==> src/design/tinker_pkg.sv <==
// Tinker core shared definitions
// Widths, opcode encoding, instruction field positions and reset PC
`default_nettype none

package tinker_pkg;

    // ------------------------------------------------------------------
    // Widths
    // ------------------------------------------------------------------
    localparam int word_w   = 64;
    localparam int instr_w  = 32;
    localparam int addr_w   = 32;
    localparam int reg_w    = 5;
    localparam int lit_w    = 12;
    localparam int op_w     = 5;
    localparam int num_regs = 32;

    typedef logic [word_w-1:0]  word_t;
    typedef logic [instr_w-1:0] instr_t;
    typedef logic [addr_w-1:0]  addr_t;
    typedef logic [reg_w-1:0]   reg_idx_t;
    typedef logic [lit_w-1:0]   literal_t;

    // Opcodes not listed here behave as no-ops
    typedef enum logic [op_w-1:0] {
        op_and     = 5'b00000,
        op_or      = 5'b00001,
        op_xor     = 5'b00010,
        op_not     = 5'b00011,
        op_shftr   = 5'b00100,
        op_shftri  = 5'b00101,
        op_shftl   = 5'b00110,
        op_shftli  = 5'b00111,
        op_brr     = 5'b01000,  // pc = rd
        op_brr_rel = 5'b01001,  // pc = pc + rd
        op_br_rel  = 5'b01010,  // pc = pc + L
        op_brnz    = 5'b01011,
        op_brgt    = 5'b01110,
        op_halt    = 5'b01111,
        op_load    = 5'b10000,
        op_mov     = 5'b10001,
        op_mov_lit = 5'b10010,
        op_store   = 5'b10011,
        op_add     = 5'b11000,
        op_addi    = 5'b11001,
        op_sub     = 5'b11010,
        op_subi    = 5'b11011,
        op_mul     = 5'b11100,
        op_nop     = 5'b11110
    } opcode_t;

    // ------------------------------------------------------------------
    // Instruction fields, msb of each
    // ------------------------------------------------------------------
    localparam int opcode_msb  = 31;
    localparam int rd_msb      = 26;
    localparam int rs_msb      = 21;
    localparam int rt_msb      = 16;
    localparam int literal_msb = 11;

    localparam addr_t instr_bytes   = 32'd4;
    localparam addr_t reset_pc      = 32'h0000_2000;
    localparam int    mov_lit_shift = 52;  // mov literal lands in 63:52

endpackage

`default_nettype wire

==> src/design/fetch_stage.sv <==
// Tinker fetch stage
// Holds the PC, takes branch redirects and loads the fetch/decode register
`timescale 1ns/100ps
`default_nettype none

module fetch_stage import tinker_pkg::*; (
    input  wire         clk,
    input  wire         reset,
    input  wire         taken,
    input  wire addr_t  target,
    output addr_t       imem_addr,
    input  wire instr_t imem_data,
    output instr_t      id_instr,
    output addr_t       id_pc
);

    addr_t pc;

    assign imem_addr = pc;  // Memory answers in the same cycle

    always_ff @(posedge clk or posedge reset) begin
        if (reset) begin
            pc       <= reset_pc;
            id_instr <= {op_nop, {(instr_w-op_w){1'b0}}};
        end else begin
            pc       <= taken ? target : pc + instr_bytes;
            id_instr <= imem_data;
        end
    end

    always_ff @(posedge clk) begin
        id_pc <= pc;
    end

    // Redirect targets come from register values, so check alignment here
    pc_aligned: assert property (@(posedge clk) disable iff (reset)
        pc[1:0] == 2'b00);

endmodule

`default_nettype wire

==> config.mk <==
export PLATFORM = sky130hd
export DESIGN_NAME = fetch_stage
export DESIGN_NICKNAME = d
export VERILOG_FILES = /design/src/design/tinker_pkg.sv /design/src/design/fetch_stage.sv
export SDC_FILE = /design/constraint.sdc
export NUM_CORES = 1
export LEC_CHECK = 0
export ABC_AREA = 1
export BUFFER_PORTS_ARGS = -buffer_cell sky130_fd_sc_hd__buf_2
export CAP_MARGIN = 40
export CORE_UTILIZATION = 46
export DETAILED_ROUTE_END_ITERATION = 8
export PLACE_DENSITY = 0.79
export SLEW_MARGIN = 20
export SYNTH_ARGS = -nofsm -noshare
export SYNTH_HDL_FRONTEND = slang
export SYNTH_SLANG_ARGS = --single-unit
==> constraint.sdc <==
create_clock -name clk -period 2.35 [get_ports clk]
set_clock_uncertainty 0.2 [all_clocks]
set_input_delay 0.1175 -clock clk [delete_from_list [all_inputs] [get_ports clk]]
set_output_delay 0.1175 -clock clk [all_outputs]
set_load 0.01 [all_outputs]
# Word-level counts from Yosys, hierarchy flattened
# Index checks and enable logic that the tools add are counted.
# word_totals
register_bits	96
in_bits	67
output_inout_bits	96
word_cells	5
# op_classes
add_sub_neg	1
muxes	1
# ops
operator	count
32-bit by 3-bit adder with 32-bit output, second input constant	1
32-bit two-way mux	1

# Longest topological paths before layout
# logic_depth
ltp_word	2
depth_mapped	9
ltp_nobuf	9

# Worst setup path after synthesis
# OpenSTA, ideal clock, no wires.
# synth_path
path_kind	reg-to-reg
start	register pc[2], in the netlist imem_addr[2]
end	register pc[14], in the netlist imem_addr[14]
arrival_time_ns	1.320
setup_slack_ns	0.712
path_stages_with_launch	9
n_path_buf	0
synth_period_minus_slack_ns	1.638
path_cell_list	dfrtp_1 -> ha_1 -> nand2_2 -> nor2_4 -> nand2_4 -> nor2_2 -> or2_2 -> nand3_1 -> nand2_1
# synth_via
elab_chain_len	2
# synth_lines
item	line	rtl
from (decl)	fetch_stage.sv:17	addr_t pc;
from (signal assigned)	fetch_stage.sv:23	pc <= reset_pc;
from (signal assigned)	fetch_stage.sv:26	pc <= taken ? target : pc + instr_bytes;
32-bit by 3-bit adder with 32-bit output	fetch_stage.sv:26	
32-bit two-way mux	fetch_stage.sv:26	
# No other way between the ends.

# Worst setup path in the final report
# layout_path
start	register pc[2], in the netlist imem_addr[2]
end	register pc[16], in the netlist imem_addr[16]
# The elaborated chain is that of the path after synthesis.

==> impl_metrics.py <==
metrics = {
    "sta": {
        "rsz0062_at_grt": "false",
        "setup_viol": 0,
        "timing.slew.headroom_pct": 52.6,
        "max_freq_mhz": 562,
        "finalMaxSlewViolations": 0,
        "finalHoldViolCount": 0,
        "tightest_slew_ns": 0.709,
        "layout_setup_ws_ns": 0.570,
        "fin_tns_setup_ns": 0,
        "fin_crit_ns": 1.78,
        "post-route-period-util_pct": 75.7,
    },
    "pwr": {
        "fin_total_pwr_uw": 3490,
        "p_leak_uw": 0.00266,
        "p_per_area_nw_per_um2": 663,
        "irDropWorstVdd_mv": 0.416,
    },
    "cts": {
        "cts_root_buf": "clkbuf_8",
        "ctsResizeCount": 0,
        "cts.sink_count": 96,
        "max-clock-path-buffers": 2,
        "htree_num_levels": 3,
        "cts_tree": "done",
        "cts_made_buffers": 9,
        "clkTransAtPathRegs_ns": 0.09,
        "worstSkewPairLatency_ns": 0.36,
        "hold_buffers": 65,
        "postCtsSetupBuffers": 0,
    },
    "detailed_routing": {
        "drt_first_pass_iters": 5,
        "antenna_left": 0,
        "routedWlPerCell_um": 13.7,
        "routed_wl_um": 9760,
        "viasPerCell": 4.67,
        "drc": 0,
        "num_vias": 3328,
        "drtIter0Drc": 190,
    },
    "die": {
        "start_util_pct": 47.7,
        "dieHeight_um": 88.8,
        "core-area_um2": 7250,
        "die_x_um": 88.8,
        "ioPinCount": 163,
        "dieArea_um2": 7880,
        "rows": 31,
    },
    "logic_synthesis": {
        "synthDistinctLibCells": 22,
        "synth.cell_area_um2": 3460,
        "ys_ff_latch": 96,
        "syn-num-nets": 441,
        "yosysWarnings": 0,
        "syn_inst": 373,
        "yosysSeqAreaShare_pct": 64.9,
        "avgSynthCellArea_um2": 9.29,
    },
    "setup_path": {
        "critPathRequiredTime_ns": 2.45,
        "ff2ff_path_depth": 9,
        "critPathMaxFanout": 6,
        "start_kind": "register",
        "cp.arrival_ns": 1.88,
        "setup.worst_path.end_class": "register",
        "crit_type": "register to register",
    },
    "global_route": {
        "grt_overflow": 0,
        "grt_usage_pct": 26.8,
        "use_met1_pct": 33.2,
        "grt_start_max_net_pins": 41,
        "grtUsageMet3_pct": 5.78,
        "antenna_found_initial": 0,
        "use_met2_pct": 45.0,
        "grt_pass1_vias": 3176,
        "grt_pass1_wl_um": 15400,
        "grt_busiest_layer": "met2",
    },
    "final_layout": {
        "fin_cells": 712,
        "num_antenna_cells": 0,
        "layout-drive-gt1-share_pct": 33.1,
        "nets": 676,
        "area_growth_pct": 52.1,
        "fin_area_um2": 5270,
    },
    "place": {
        "dp_hpwl_um": 6320,
        "dp_slack_ns": 0.600,
        "place_area_um2": 4400,
        "place_inst": 629,
        "routabilityCongestion": 0.832,
        "io_buffer_count": 162,
    },
    "run": {
        "max_cap_violations": 0,
    },
    "min_path": {
        "hold_depth": 2,
        "hold_path_class": "input port to register",
    },
    "outcome": {
        "status": "completed",
    },
}
-- worst max-delay path, stage by stage, from the launching register on --
cell     delay (ns)
dfrtp_1        0.44
ha_1           0.21
nand2_2        0.08
nor2_4         0.19
nand2_2        0.10
nor2_2         0.18
nor2_1         0.06
nor2_1         0.10
nand2_1        0.08
nand2_1        0.07
-- metrics by stage --
step	utilization, %	hold slack, ns
after global placement	60.6	0.0245
after detailed placement	60.6	0.0237
final	72.6	0.184
after global routing	72.6	0.176
after CTS	72.3	0.0757
after floorplan	-	-0.0780
-- flip-flops by register name, summed over array words and instances, names as in the netlist --
name       cells
id_instr      32
id_pc         32
imem_addr     32
-- power breakdown --
part	internal, µW	leakage (µW)	switching [µW]
clock	500	0.0000906	567
combinational	260	0.00155	283
sequential	1780	0.00102	102
total	2540	0.00266	952
-- synthesized netlist by cell type --
cell type	instances	area, µm²
or2_0	1	6.26
nand2_2	4	25.0
nand2_1	136	510
dfxtp_1	32	641
dfrtp_1	59	1480
a21oi_1	4	20.0
a31oi_1	1	6.26
and2_1	3	18.8
buf_2	2	10.0
nand3_1	30	150
or2_2	2	12.5
nor2_2	3	18.8
nor2_4	7	78.8
ha_1	1	12.5
o21ai_0	9	45.0
nand2_4	1	11.3
clkbuf_1	5	18.8
dfstp_2	5	131
inv_1	24	90.1
inv_2	1	3.75
nor2_1	40	150
xor2_1	3	26.3
-- logic make-up (layout without fill, tap and decap cells) --
kind of cell / after synthesis / in the layout / share of synthesized area, %
flops: 96 / 96 / 64.9
xor+xnor: 3 / 3 / 0.759
simple gates: 227 / 227 / 28.4
buf+inv: 32 / 272 / 3.54
fa+ha+maj: 1 / 1 / 0.361
compound gates: 14 / 14 / 2.06
-- cells in the final DEF (no fill, tap or decap) --
| cell type | n |
|---|---|
| buf_4 | 1 |
| or2_0 | 1 |
| o21ai_0 | 9 |
| or2_2 | 2 |
| nor2_4 | 7 |
| inv_2 | 2 |
| a21oi_1 | 4 |
| clkinvlp_4 | 2 |
| ha_1 | 1 |
| dlygate4sd3_1 | 66 |
| nor2_2 | 3 |
| buf_8 | 1 |
| clkbuf_8 | 9 |
| inv_6 | 2 |
| bufinv_16 | 1 |
| nor2_1 | 40 |
| clkbuf_1 | 2 |
| and2_1 | 3 |
| nand3_1 | 30 |
| a31oi_1 | 1 |
| dfxtp_1 | 32 |
| dfstp_2 | 5 |
| nand2_1 | 136 |
| inv_1 | 23 |
| buf_12 | 1 |
| dfrtp_1 | 59 |
| nand2_2 | 4 |
| nand2_4 | 1 |
| xor2_1 | 3 |
| buf_2 | 162 |
-- final timing paths --
kind                                from       endpoint  slack [ns]
setup / recovery            imem_addr[2]  imem_addr[16]        0.57
hold / removal             imem_data[25]   id_instr[25]        0.18
setup reg to reg            imem_addr[2]  imem_addr[16]        0.57
hold reg to reg             imem_addr[0]       id_pc[0]        0.21
max in group asynchronous          reset  imem_addr[13]        1.00
min in group asynchronous          reset    id_instr[3]        0.25
-- layer usage --
metal	up-vias	part of all wire [%]
li1	1620	-
met1	1539	40
met2	142	51
met3	27	5.5
met4	0	3.0
met5	-	0
-- area by class of cell --
class	count	area, µm²
fill	528	1990
multi-input combinational	245	1090
inverter	25	93.8
clock buffer	11	131
clock inverter	5	62.6
sequential	96	2250
tap	99	124
timing repair buffer	231	1510
Note: power is estimated with default switching activity, not from simulation.
