## config.mk

```make
export PLATFORM = sky130hd
export DESIGN_NAME = decode_stage
export DESIGN_NICKNAME = d
export VERILOG_FILES = /design/src/design/tinker_pkg.sv /design/src/design/decode_stage.sv
export SDC_FILE = /design/constraint.sdc
export NUM_CORES = 1
export LEC_CHECK = 0
export BUFFER_PORTS_ARGS = -buffer_cell sky130_fd_sc_hd__buf_2
export CORE_AREA = 2 2 195 197
export DETAILED_ROUTE_END_ITERATION = 8
export DIE_AREA = 0 0 197 199
export PLACE_DENSITY = 0.39
export SLEW_MARGIN = 20
export SYNTH_ARGS = -nofsm -noshare
export SYNTH_HDL_FRONTEND = slang
export SYNTH_SLANG_ARGS = --single-unit
```

## constraint.sdc

```tcl
create_clock -name clk -period 2.1 [get_ports clk]
set_input_delay 0.105 -clock clk [delete_from_list [all_inputs] [get_ports clk]]
set_output_delay 0.105 -clock clk [all_outputs]
set_load 0.005 [all_outputs]
```

## src/design/tinker_pkg.sv

```systemverilog
// Tinker core shared definitions
// Widths, opcode encoding, instruction field positions and reset PC
`default_nettype none

package tinker_pkg;

    // ------------------------------------------------------------------
    // Widths
    // ------------------------------------------------------------------
    localparam int word_w   = 64;
    localparam int instr_w  = 32;
    localparam int addr_w   = 32;
    localparam int reg_w    = 5;
    localparam int lit_w    = 12;
    localparam int op_w     = 5;
    localparam int num_regs = 32;

    typedef logic [word_w-1:0]  word_t;
    typedef logic [instr_w-1:0] instr_t;
    typedef logic [addr_w-1:0]  addr_t;
    typedef logic [reg_w-1:0]   reg_idx_t;
    typedef logic [lit_w-1:0]   literal_t;

    // Opcodes not listed here behave as no-ops
    typedef enum logic [op_w-1:0] {
        op_and     = 5'b00000,
        op_or      = 5'b00001,
        op_xor     = 5'b00010,
        op_not     = 5'b00011,
        op_shftr   = 5'b00100,
        op_shftri  = 5'b00101,
        op_shftl   = 5'b00110,
        op_shftli  = 5'b00111,
        op_brr     = 5'b01000,  // pc = rd
        op_brr_rel = 5'b01001,  // pc = pc + rd
        op_br_rel  = 5'b01010,  // pc = pc + L
        op_brnz    = 5'b01011,
        op_brgt    = 5'b01110,
        op_halt    = 5'b01111,
        op_load    = 5'b10000,
        op_mov     = 5'b10001,
        op_mov_lit = 5'b10010,
        op_store   = 5'b10011,
        op_add     = 5'b11000,
        op_addi    = 5'b11001,
        op_sub     = 5'b11010,
        op_subi    = 5'b11011,
        op_mul     = 5'b11100,
        op_nop     = 5'b11110
    } opcode_t;

    // ------------------------------------------------------------------
    // Instruction fields, msb of each
    // ------------------------------------------------------------------
    localparam int opcode_msb  = 31;
    localparam int rd_msb      = 26;
    localparam int rs_msb      = 21;
    localparam int rt_msb      = 16;
    localparam int literal_msb = 11;

    localparam addr_t instr_bytes   = 32'd4;
    localparam addr_t reset_pc      = 32'h0000_2000;
    localparam int    mov_lit_shift = 52;  // mov literal lands in 63:52

endpackage

`default_nettype wire

```

## src/design/decode_stage.sv

```systemverilog
// Tinker decode stage
// Splits the instruction fields, picks the literal or rt operand,
// flags halt and loads the decode/execute register
`timescale 1ns/100ps
`default_nettype none

module decode_stage import tinker_pkg::*; (
    input  wire         clk,
    input  wire         reset,
    input  wire instr_t id_instr,
    input  wire addr_t  id_pc,
    output reg_idx_t    rs_idx,
    output reg_idx_t    rt_idx,
    output reg_idx_t    rd_idx,
    input  wire word_t  rs_val,
    input  wire word_t  rt_val,
    input  wire word_t  rd_val,
    output logic        hlt,
    output opcode_t     ex_op,
    output reg_idx_t    ex_dest,
    output word_t       ex_a,
    output word_t       ex_b,
    output word_t       ex_rd_val,
    output addr_t       ex_pc
);

    opcode_t  op;
    literal_t lit;
    word_t    lit_ext;
    logic     use_lit;

    // ------------------------------------------------------------------
    // Field extraction
    // ------------------------------------------------------------------
    assign op      = opcode_t'(id_instr[opcode_msb -: op_w]);
    assign rd_idx  = id_instr[rd_msb -: reg_w];
    assign rs_idx  = id_instr[rs_msb -: reg_w];
    assign rt_idx  = id_instr[rt_msb -: reg_w];
    assign lit     = id_instr[literal_msb -: lit_w];
    assign lit_ext = {{(word_w-lit_w){lit[lit_w-1]}}, lit};  // Sign extend

    // Literal forms take L in place of rt
    always_comb begin
        case (op)
            op_addi, op_subi, op_shftri, op_shftli,
            op_mov_lit, op_br_rel, op_store, op_load: use_lit = 1'b1;
            default:                                  use_lit = 1'b0;
        endcase
    end

    // Only halt with a zero literal stops the core
    assign hlt = (op == op_halt) && (lit == '0);

    // ------------------------------------------------------------------
    // Decode/execute register
    // ------------------------------------------------------------------
    always_ff @(posedge clk or posedge reset) begin
        if (reset) begin
            ex_op <= op_nop;
        end else begin
            ex_op <= op;
        end
    end

    always_ff @(posedge clk) begin
        ex_dest   <= rd_idx;
        ex_a      <= rs_val;
        ex_b      <= use_lit ? lit_ext : rt_val;
        ex_rd_val <= rd_val;  // Branch target, store base, mov literal base
        ex_pc     <= id_pc;
    end

endmodule

`default_nettype wire

```

## Word level (Yosys, flattened, before mapping)

Memory sizes are Yosys's and may differ from the RTL's.
Cells that the tools add are included.

- Equality and inequality tests: 1
- Mux-type cells: 1
- Reductions and logical operators: 2

Operators by type and width:

| kind | number |
|---|---|
| 64-bit two-way mux | 1 |
| 12-bit logical NOT | 1 |
| 5-bit by 4-bit equality test with 1-bit output, second input constant | 1 |
| 1-bit logical AND | 1 |

- Register bits after elaboration: 234
- ROM bits: 32
- Input bits: 258
- Output and inout port bits: 250
- Logic and storage cells: 11
- Memories: 1

Memory list:

| memory | depth | bits a word | rd ports | clocked after memory_dff | wr ports | line | RTL |
|---|---|---|---|---|---|---|---|
| (no name shown) | 32 | 1 | 1 | 0 | 0 | decode_stage.sv:44 | `case (op)` |

## Logic depth before layout (Yosys ltp)

Gate-level depths: netlist of the first run.

- Word-level depth: 2
- Depth in mapped cells: 6
- Depth with buffers taken out: 4

## Worst setup path after synthesis of the first run

No wires, ideal clock.

- Path kind: input-to-reg
- Start point: in id_instr[31]
- End point: reg ex_b[10]
- Setup time: 0.121 ns
- Data arrival time: 1.207 ns
- Required time: 1.979 ns
- Setup slack: 0.772 ns
- Stages: 5
- Path buffers: 1
- Cell sequence: nand3b_1 -> o31ai_1 -> nor2_4 -> buf_6 -> mux2_4

- Longest elaborated chain between the ends: 2

Ends and longest elaborated chain:

| element | line | RTL |
|---|---|---|
| start, declared | decode_stage.sv:10 | `input wire instr_t id_instr,` |
| memory read 32 x 1 bit | n/a |  |
| 64-bit two-way mux | decode_stage.sv:68 | `ex_b <= use_lit ? lit_ext : rt_val;` |
| end signal, assigned | decode_stage.sv:68 |  |
| end, declared | decode_stage.sv:22 | `output word_t ex_b,` |

Every way passes these cells.

## Worst setup path after layout of the first run

- Start point: in id_instr[28]
- End point: reg ex_b[3]

The elaborated chain is that of the path after synthesis.

==> flow_summary.json, run 1 <==
{
  "outcome": "finished clean",
  "postRouteWirelength_um": 24400,
  "worstMarginPinSlew_ns": 0.471,
  "multiInputGateArea_um2": 656,
  "slew_violations": 0,
  "critPathCaptureType": "flop",
  "synth_edf_count": 0,
  "nFillCells": 3791,
  "synth_most_common_cell": "dfxtp_1",
  "synth_cells": 339,
  "grt_pass1_wl_um": 33500,
  "overflow": 0,
  "fmax_mhz": 499,
  "irDropWorstVdd_uv": 541,
  "setup_ws_ns": 0.0979,
  "avgSynthCellArea_um2": 16.5,
  "grt_max_degree": 54,
  "die_area_um2": 39200,
  "period_minus_slack_ns": 2.00,
  "grt_use_total_pct": 11.5,
  "route.antenna.remaining_nets": 0,
  "start_util_pct": 15.0,
  "yosysSeqAreaShare_pct": 84.5,
  "port_buffers": 487,
  "period_share_pct": 95.3,
  "path_buf_inv": 3,
  "drtIter0Drc": 69,
  "rsz0062_at_grt": "no",
  "p_per_area_nw_per_um2": 922,
  "yosys.area.top_type_share_pct": 82.2,
  "dpl_worst_slack_ns": 0.360,
  "critical_path.max_fanout": 10,
  "synth_common_cells": "dfxtp_1, a21o_1, buf_4",
  "startpoint_type": "primary input",
  "num_vias": 5411,
  "leakagePower_nw": 5.94,
  "crit_family": "buffers and inverters",
  "max_stage_delay_ns": 0.55,
  "grt_pass1_vias": 5798,
  "slew_headroom_pct": 68.3,
  "cts.clk_slew.worst_paths_ns": 0.06,
  "ys_types": 21,
  "drive_gt1_share_pct": 50.7,
  "io_pins": 508,
  "core_um2": 37100,
  "clk_path_buf_depth": 3,
  "place_congestion": 0.707,
  "htreeDepth": 1,
  "antenna_found_initial": 4,
  "yosys-top-cells-area": "dfxtp_1, a21o_1, buf_4",
  "first_pass_iters": 2,
  "yosys_most_used_dff": "dfxtp_1",
  "cpMostUsedCell": "dlygate4sd3_1",
  "rows": 71,
  "async_flop_share_pct": 2.14,
  "numCtsBuffers": 28,
  "die_w_um": 197,
  "wl_per_cell_um": 15.5,
  "worstPathArrival_ns": 2.44,
  "crit_type": "in2reg",
  "tns_ns": 0,
  "clkSinkCount": 234,
  "hold_class": "in2reg",
  "ys_ff_latch": 234,
  "drc": 0,
  "cts_tree": "yes",
  "cts-root-buf": "clkbuf_16",
  "fp.dieH_um": 199,
  "netlist_area_um2": 5580,
  "regArea_um2": 4710,
  "place.detailed.hpwl_um": 17700,
  "cpMaxStageDelayCell": "dlygate4sd3_1",
  "worst_ep_required_time_ns": 2.53,
  "fin_nets": 1337,
  "setup_violations": 0,
  "synth_top_area_cell": "dfxtp_1",
  "ys.warnings.count": 0,
  "syn_to_final_growth_pct": 113,
  "hold_violations": 0,
  "synth_nets": 597,
  "maxCapViolations": 0,
  "via_per_inst": 3.43,
  "crit_chain": "dlygate4sd3_1 > buf_2 > nor3b_1 > nor4b_2 > nor2_4 > mux2_2 > dlygate4sd3_1"
}
-- final cells by class --
cell class / instances / area share [%]
Timing Repair Buffer: 737 / 41.7
Sequential cell: 234 / 39.7
Clock buffer: 36 / 6.65
Multi-Input combinational cell: 77 / 5.52
Tap cell: 474 / 4.99
Clock inverter: 16 / 1.39
Inverter: 1 / 0.0316
Antenna cell: 1 / 0.0211
-- what timing repair did --
action / CTS / global route
buffers inserted: 0 / 0
gates resized for setup: 0 / 0
setup endpoints to repair: 0 / 0
hold endpoints to repair: 239 / 0
hold buffers: 247 / 0
-- worst paths after layout --
kind / slack, ns / from / to / depth (start not counted)
hold / removal: 0.17 / rd_val[17] / ex_rd_val[17] / 2
max in group asynchronous: 1.31 / reset / ex_op[1] / 4
setup / recovery: 0.1 / id_instr[28] / ex_b[3] / 7
min in group asynchronous: 0.56 / reset / ex_op[0] / 4
-- per-stage QoR --
step	util [%]	cell area, um^2	hold WS, ns	cells	power [mW]
after floorplan	-	5580	-0.119	339	5.16
after global placement	22.8	8450	0.00923	1276	5.77
after detailed placement	22.8	8450	0.00735	1276	5.77
after CTS	32.0	11900	0.129	1575	11.2
after global routing	32.0	11900	0.147	1576	11.5
final	32.0	11900	0.167	1576	11.0
-- flip-flops by register name, indices dropped and copies added, names as in the netlist --
register   cells
ex_a          64
ex_b          64
ex_rd_val     64
ex_pc         32
ex_dest        5
ex_op          5
-- layout by cell type, fill, tap and decap left out, types with 4 or more instances in the layout --
cell type        n
mux2_4           7
dfxtp_1        229
a21o_1          53
buf_2          487
dfstp_2          4
clkbuf_8         6
mux2_2           4
clkbuf_16       28
clkinv_2         8
dlygate4sd3_1  247
-- report_power, final --
part	switching, mW	internal, mW	total [mW]	leakage [nW]
clock	1.99	2.92	4.91	0.473
sequential	0.0760	4.75	4.82	1.99
combinational	0.448	0.769	1.22	3.48
total	2.51	8.44	11.0	5.94
-- routing by layer --
| layer | wire length [um] | global-route usage, % | vias up |
|---|---|---|---|
| met5 | 0 | 0 | - |
| met4 | 767 | 4.98 | 0 |
| met3 | 2610 | 4.70 | 48 |
| met2 | 12800 | 22.0 | 315 |
| met1 | 8210 | 10.7 | 2464 |
| li1 | - | - | 2584 |
-- kinds of logic (layout without fill, tap and decap cells) --
| family | Yosys count | in the layout | share of synthesized area, % |
|---|---|---|---|
| DFF | 234 | 234 | 84.5 |
| AOI/OAI and AO/OA | 55 | 55 | 7.40 |
| buffers and inverters | 28 | 790 | 3.77 |
| muxes | 11 | 11 | 2.69 |
| and+or+nand+nor | 11 | 11 | 1.64 |
| other | 0 | 1 | 0 |
(Power assumes the default switching activity.)
==> inputs of run 2 (changes only) <==
--- a/config.mk
+++ b/config.mk
@@ -6,10 +6,12 @@
 export NUM_CORES = 1
 export LEC_CHECK = 0
 export BUFFER_PORTS_ARGS = -buffer_cell sky130_fd_sc_hd__buf_2
-export CORE_AREA = 2 2 195 197
+export CELL_PAD_IN_SITES_DETAIL_PLACEMENT = 2
+export CELL_PAD_IN_SITES_GLOBAL_PLACEMENT = 2
+export CORE_AREA = 2 2 199 201
 export DETAILED_ROUTE_END_ITERATION = 8
-export DIE_AREA = 0 0 197 199
-export PLACE_DENSITY = 0.39
+export DIE_AREA = 0 0 201 203
+export PLACE_DENSITY = 0.59
 export SLEW_MARGIN = 20
 export SYNTH_ARGS = -nofsm -noshare
 export SYNTH_HDL_FRONTEND = slang
==> run 2 against run 1 <==
Critical path depth is 2 higher; fmax is 3.8% lower; die area is 4.1% higher; global-route usage is 3.5 points higher; cell area is 2.0% higher; cell count is 3.5% higher; critical path type unchanged; highest routed layer unchanged.
==> flow_summary.json, run 2 (synthesized netlist as in run 1, its figures left out) <==
{
  "drive_gt1_share_pct": 50.9,
  "maxCapViolations": 0,
  "tns_ns": 0,
  "hold_class": "in2reg",
  "final_cell_mix": "buf_2, dlygate4sd3_1, dfxtp_1",
  "setup_ws_ns": 0.0190,
  "cts_tree": "yes",
  "crit_family": "buffers and inverters",
  "startpoint_type": "primary input",
  "period_share_pct": 99.1,
  "holdWs_ns": 0.179,
  "cts.clk_slew.worst_paths_ns": 0.06,
  "overflow": 0,
  "final_util_pct": 31.5,
  "start_util_pct": 14.5,
  "path_buf_inv": 5,
  "first_pass_iters": 4,
  "via_per_inst": 3.48,
  "period_minus_slack_ns": 2.08,
  "fp.dieH_um": 203,
  "hold_violations": 0,
  "rows": 72,
  "grt_pass1_vias": 6867,
  "crit_type": "in2reg",
  "worst_ep_required_time_ns": 2.52,
  "cpMaxStageDelayCell": "dlygate4sd3_1",
  "htreeDepth": 1,
  "fmax_mhz": 481,
  "p_per_area_nw_per_um2": 946,
  "worstMarginPinSlew_ns": 0.435,
  "grt_util_met1_pct": 14.4,
  "slew_headroom_pct": 70.7,
  "placedCellCount": 1321,
  "max_stage_delay_ns": 0.59,
  "irDropWorstVdd_uv": 576,
  "drtIter0Drc": 138,
  "grtUsageMet3_pct": 4.78,
  "place_congestion": 0.764,
  "die_area_um2": 40800,
  "setup_violations": 0,
  "finalNonFillerCells": 1631,
  "postRouteWirelength_um": 32200,
  "syn_to_final_growth_pct": 117,
  "critical_path.max_fanout": 7,
  "antenna_found_initial": 7,
  "met2_usage_pct": 29.8,
  "worstPathArrival_ns": 2.50,
  "dpl_worst_slack_ns": 0.402,
  "place.detailed.hpwl_um": 19800,
  "num_vias": 5674,
  "die_w_um": 201,
  "wl_per_cell_um": 19.7,
  "critPathCaptureType": "flop",
  "numCtsBuffers": 28,
  "grt_max_degree": 52,
  "clkSinkCount": 234,
  "core_um2": 38500,
  "fin_nets": 1345,
  "mostFrequentLayoutCell": "buf_2",
  "rsz0062_at_grt": "yes",
  "grt_use_total_pct": 15.0,
  "cts-root-buf": "clkbuf_16",
  "nFillCells": 4177,
  "grt.busiest_layer": "met2",
  "route.antenna.remaining_nets": 0,
  "drc": 0,
  "largestRegisters": "ex_a: 64 flops, ex_b: 64 flops, ex_rd_val: 64 flops",
  "clk_path_buf_depth": 3,
  "port_buffers": 487,
  "cpMostUsedCell": "dlygate4sd3_1",
  "crit_chain": "dlygate4sd3_1 > buf_2 > nor3b_4 > nor4b_2 > buf_4 > nor2_4 > buf_8 > mux2_2 > dlygate4sd3_1",
  "leakagePower_nw": 6.03,
  "outcome": "finished clean",
  "io_pins": 508,
  "slew_violations": 0,
  "grt_pass1_wl_um": 45600
}
run 2: changes by cell type in the layout (fill, tap and decap cells not counted), moves of 2 or more:
| cell | previous run | this run |
|---|---|---|
| buf_4 | 1 | 5 |
| clkinv_2 | 8 | 3 |
| bufinv_16 | 2 | 4 |
| dlygate4sd3_1 | 247 | 249 |
| clkbuf_8 | 6 | 11 |
| diode_2 | 1 | 5 |
run 2: path summary, 6_finish.rpt:
kind	from	slack, ns	end	cells past startpoint
min	rs_val[4]	0.18	ex_a[4]	2
min in group asynchronous	reset	0.58	ex_op[0]	4
max in group asynchronous	reset	1.27	ex_op[2]	4
max	id_instr[27]	0.02	ex_b[2]	9
run 2: through the flow:
step | area, um^2 | total power [mW]
6_report | 12100 | 11.5
5_1_grt | 12100 | 12.0
4_1_cts | 12000 | 11.5
3_5_place_dp | 8510 | 5.80
3_3_place_gp | 8510 | 5.77
2_1_floorplan | 5580 | 5.16
run 2: layer usage:
metal / vias up / wire length, um
met5: - / 0
met4: 0 / 970
li1: 2603 / -
met3: 57 / 2380
met2: 310 / 17900
met1: 2704 / 10900
run 2: where the power goes:
group / switching, mW / internal (mW)
Sequential: 0.102 / 4.75
Clock: 1.99 / 3.31
Combinational: 0.514 / 0.792
run 2: repair_timing:
action,4_1_cts,5_1_grt
hold buffers,249,0
setup buffers,0,4
hold endpoints to repair,239,0
resized for setup,0,5
setup endpoints to repair,0,6
run 2: final cells by class:
class	count	area, um^2	share of cell area [%]
tap	518	648	5.35
antenna	5	12.5	0.103
sequential	234	4710	38.9
inverter	1	3.75	0.0310
timing repair buffer	745	5050	41.6
multi-input combinational	77	672	5.54
clock buffer	42	863	7.12
clock inverter	9	159	1.31
==> inputs of run 3 (changes only) <==
--- a/config.mk
+++ b/config.mk
@@ -11,7 +11,7 @@
 export CORE_AREA = 2 2 199 201
 export DETAILED_ROUTE_END_ITERATION = 8
 export DIE_AREA = 0 0 201 203
-export PLACE_DENSITY = 0.59
+export PLACE_DENSITY = 0.7
 export SLEW_MARGIN = 20
 export SYNTH_ARGS = -nofsm -noshare
 export SYNTH_HDL_FRONTEND = slang
==> run 3 against run 2 <==
Cell area is 1.4% lower; die area is the same; critical path type unchanged; sequential share of layout area grew 0.57 points; first-iteration DRC count fell by 4.3%; largest cell class unchanged; via count is 0.97% higher; routed wire length is 0.42% lower; cell count fell by 0.37%; worst hold slack improved by 0.017 ns; highest routed layer is now met5; sequential power hardly changed.
==> flow_summary.json, run 3 (synthesized netlist as in run 1, its figures left out) <==
{
  "dpl_worst_slack_ns": 0.430,
  "dpl_cell_area_um2": 8500,
  "min_from": "rd_val[17]",
  "critical_path.max_fanout": 6,
  "drtIter0Drc": 132,
  "leakagePower_nw": 5.94,
  "grt_pass1_wl_um": 45600,
  "wl_per_cell_um": 19.7,
  "via_per_inst": 3.53,
  "die_w_um": 201,
  "setup_ws_ns": 0.0573,
  "slew_violations": 0,
  "io_pins": 508,
  "route.antenna.remaining_nets": 0,
  "num_vias": 5729,
  "worstPathArrival_ns": 2.48,
  "worstMarginPinSlew_ns": 0.404,
  "maxCapViolations": 0,
  "syn_to_final_growth_pct": 114,
  "grt_pass1_vias": 6917,
  "p_per_area_nw_per_um2": 923,
  "grt_use_total_pct": 15.1,
  "largestRegisters": "ex_a: 64 flops, ex_b: 64 flops, ex_rd_val: 64 flops",
  "period_minus_slack_ns": 2.04,
  "cts-root-buf": "clkbuf_16",
  "postRouteWirelength_um": 32000,
  "overflow": 0,
  "irDropWorstVdd_uv": 433,
  "grt_max_degree": 54,
  "hold_violations": 0,
  "antenna_found_initial": 9,
  "core_um2": 38500,
  "crit_chain": "dlygate4sd3_1 > buf_2 > nor3b_1 > nor4b_2 > nor2_4 > buf_4 > mux2_4 > dlygate4sd3_1",
  "cts_tree": "yes",
  "slew_headroom_pct": 72.8,
  "htreeDepth": 1,
  "critPathCaptureType": "flop",
  "period_share_pct": 97.3,
  "placedCellCount": 1321,
  "first_pass_iters": 4,
  "clk_path_buf_depth": 3,
  "clkSinkCount": 234,
  "final_cell_mix": "buf_2, dlygate4sd3_1, dfxtp_1",
  "start_util_pct": 14.5,
  "cpMaxStageDelayCell": "dlygate4sd3_1",
  "design_area_um2": 11900,
  "whs_path_depth": 2,
  "cts.clk_slew.worst_paths_ns": 0.06,
  "drive_gt1_share_pct": 50.3,
  "mostFrequentLayoutCell": "buf_2",
  "fp.dieH_um": 203,
  "drc": 0,
  "tns_ns": 0,
  "startpoint_type": "primary input",
  "rows": 72,
  "place.detailed.hpwl_um": 19800,
  "setup_violations": 0,
  "port_buffers": 487,
  "cpMostUsedCell": "dlygate4sd3_1",
  "outcome": "finished clean",
  "hold_class": "in2reg",
  "crit_type": "in2reg",
  "whs_endpoint": "ex_rd_val[17]",
  "place_congestion": 0.762,
  "max_stage_delay_ns": 0.56,
  "die_area_um2": 40800,
  "fin_nets": 1340,
  "finalNonFillerCells": 1625,
  "numCtsBuffers": 27,
  "worst_ep_required_time_ns": 2.54,
  "fmax_mhz": 490
}
run 3: changes by cell type in the layout (fill, tap and decap cells not counted), sizes merged, moves of 2 or more:
cell | before | now
clkbuf | 43 | 40
clkinv | 4 | 2
diode | 5 | 7
dlygate4sd3 | 249 | 247
inv | 1 | 3
run 3: worst max path at each step:
stage	start	endpoint	slack, ns	cells after the start
6_report	id_instr[27]	ex_b[4]	0.06	8
5_1_grt	id_instr[27]	ex_b[4]	-0.009	8
4_1_cts	id_instr[31]	ex_b[4]	0.11	7
3_5_place_dp	id_instr[31]	ex_b[41]	0.43	6
3_3_place_gp	id_instr[31]	ex_b[37]	0.49	6
2_1_floorplan	id_instr[31]	ex_b[10]	0.77	5
run 3: per-stage QoR:
step | util [%] | hold WS [ns] | total power, mW
after floorplan | - | -0.119 | 5.16
after global placement | 22.1 | 0.00260 | 5.76
after detailed placement | 22.1 | 0.0129 | 5.79
after CTS | 30.9 | 0.146 | 11.1
after global routing | 31.1 | 0.172 | 11.5
final | 31.1 | 0.196 | 11.0
run 3: report_power, final:
part	internal, mW	switching [mW]	total (mW)
Clock	2.95	1.92	4.87
Sequential	4.75	0.107	4.86
Combinational	0.778	0.519	1.30
run 3: timing repair:
item | in CTS | in global routing
buffers inserted | 0 | 3
gates resized for setup | 0 | 1
hold buffers | 247 | 0
setup endpoints to repair | 0 | 3
endpoints found under the hold margin | 239 | 0
run 3: worst max-delay path, delay by kind of cell:
family                 cells  cell delay [ns]
buffers and inverters      4             1.43
AND/OR/NAND/NOR            3             0.65
multiplexers               1             0.29
run 3: area by class of cell:
cell class	count	area, um^2
fill	4171	26500
timing repair buffer	741	4990
sequential	234	4710
clock buffer	40	785
multi-input combinational	77	661
tap	518	648
clock inverter	7	129
antenna	7	17.5
inverter	1	3.75
run 3: per-layer routing:
metal  wire [um]  vias to the layer above  share of wire [%]  global-route usage (%)
li1            -                     2589                  -                       -
met1       10700                     2706                 34                    14.3
met2       17600                      346                 55                    29.5
met3        2350                       86                7.3                    4.56
met4        1360                        2                4.2                    6.93
met5          13                        -              0.041                       0
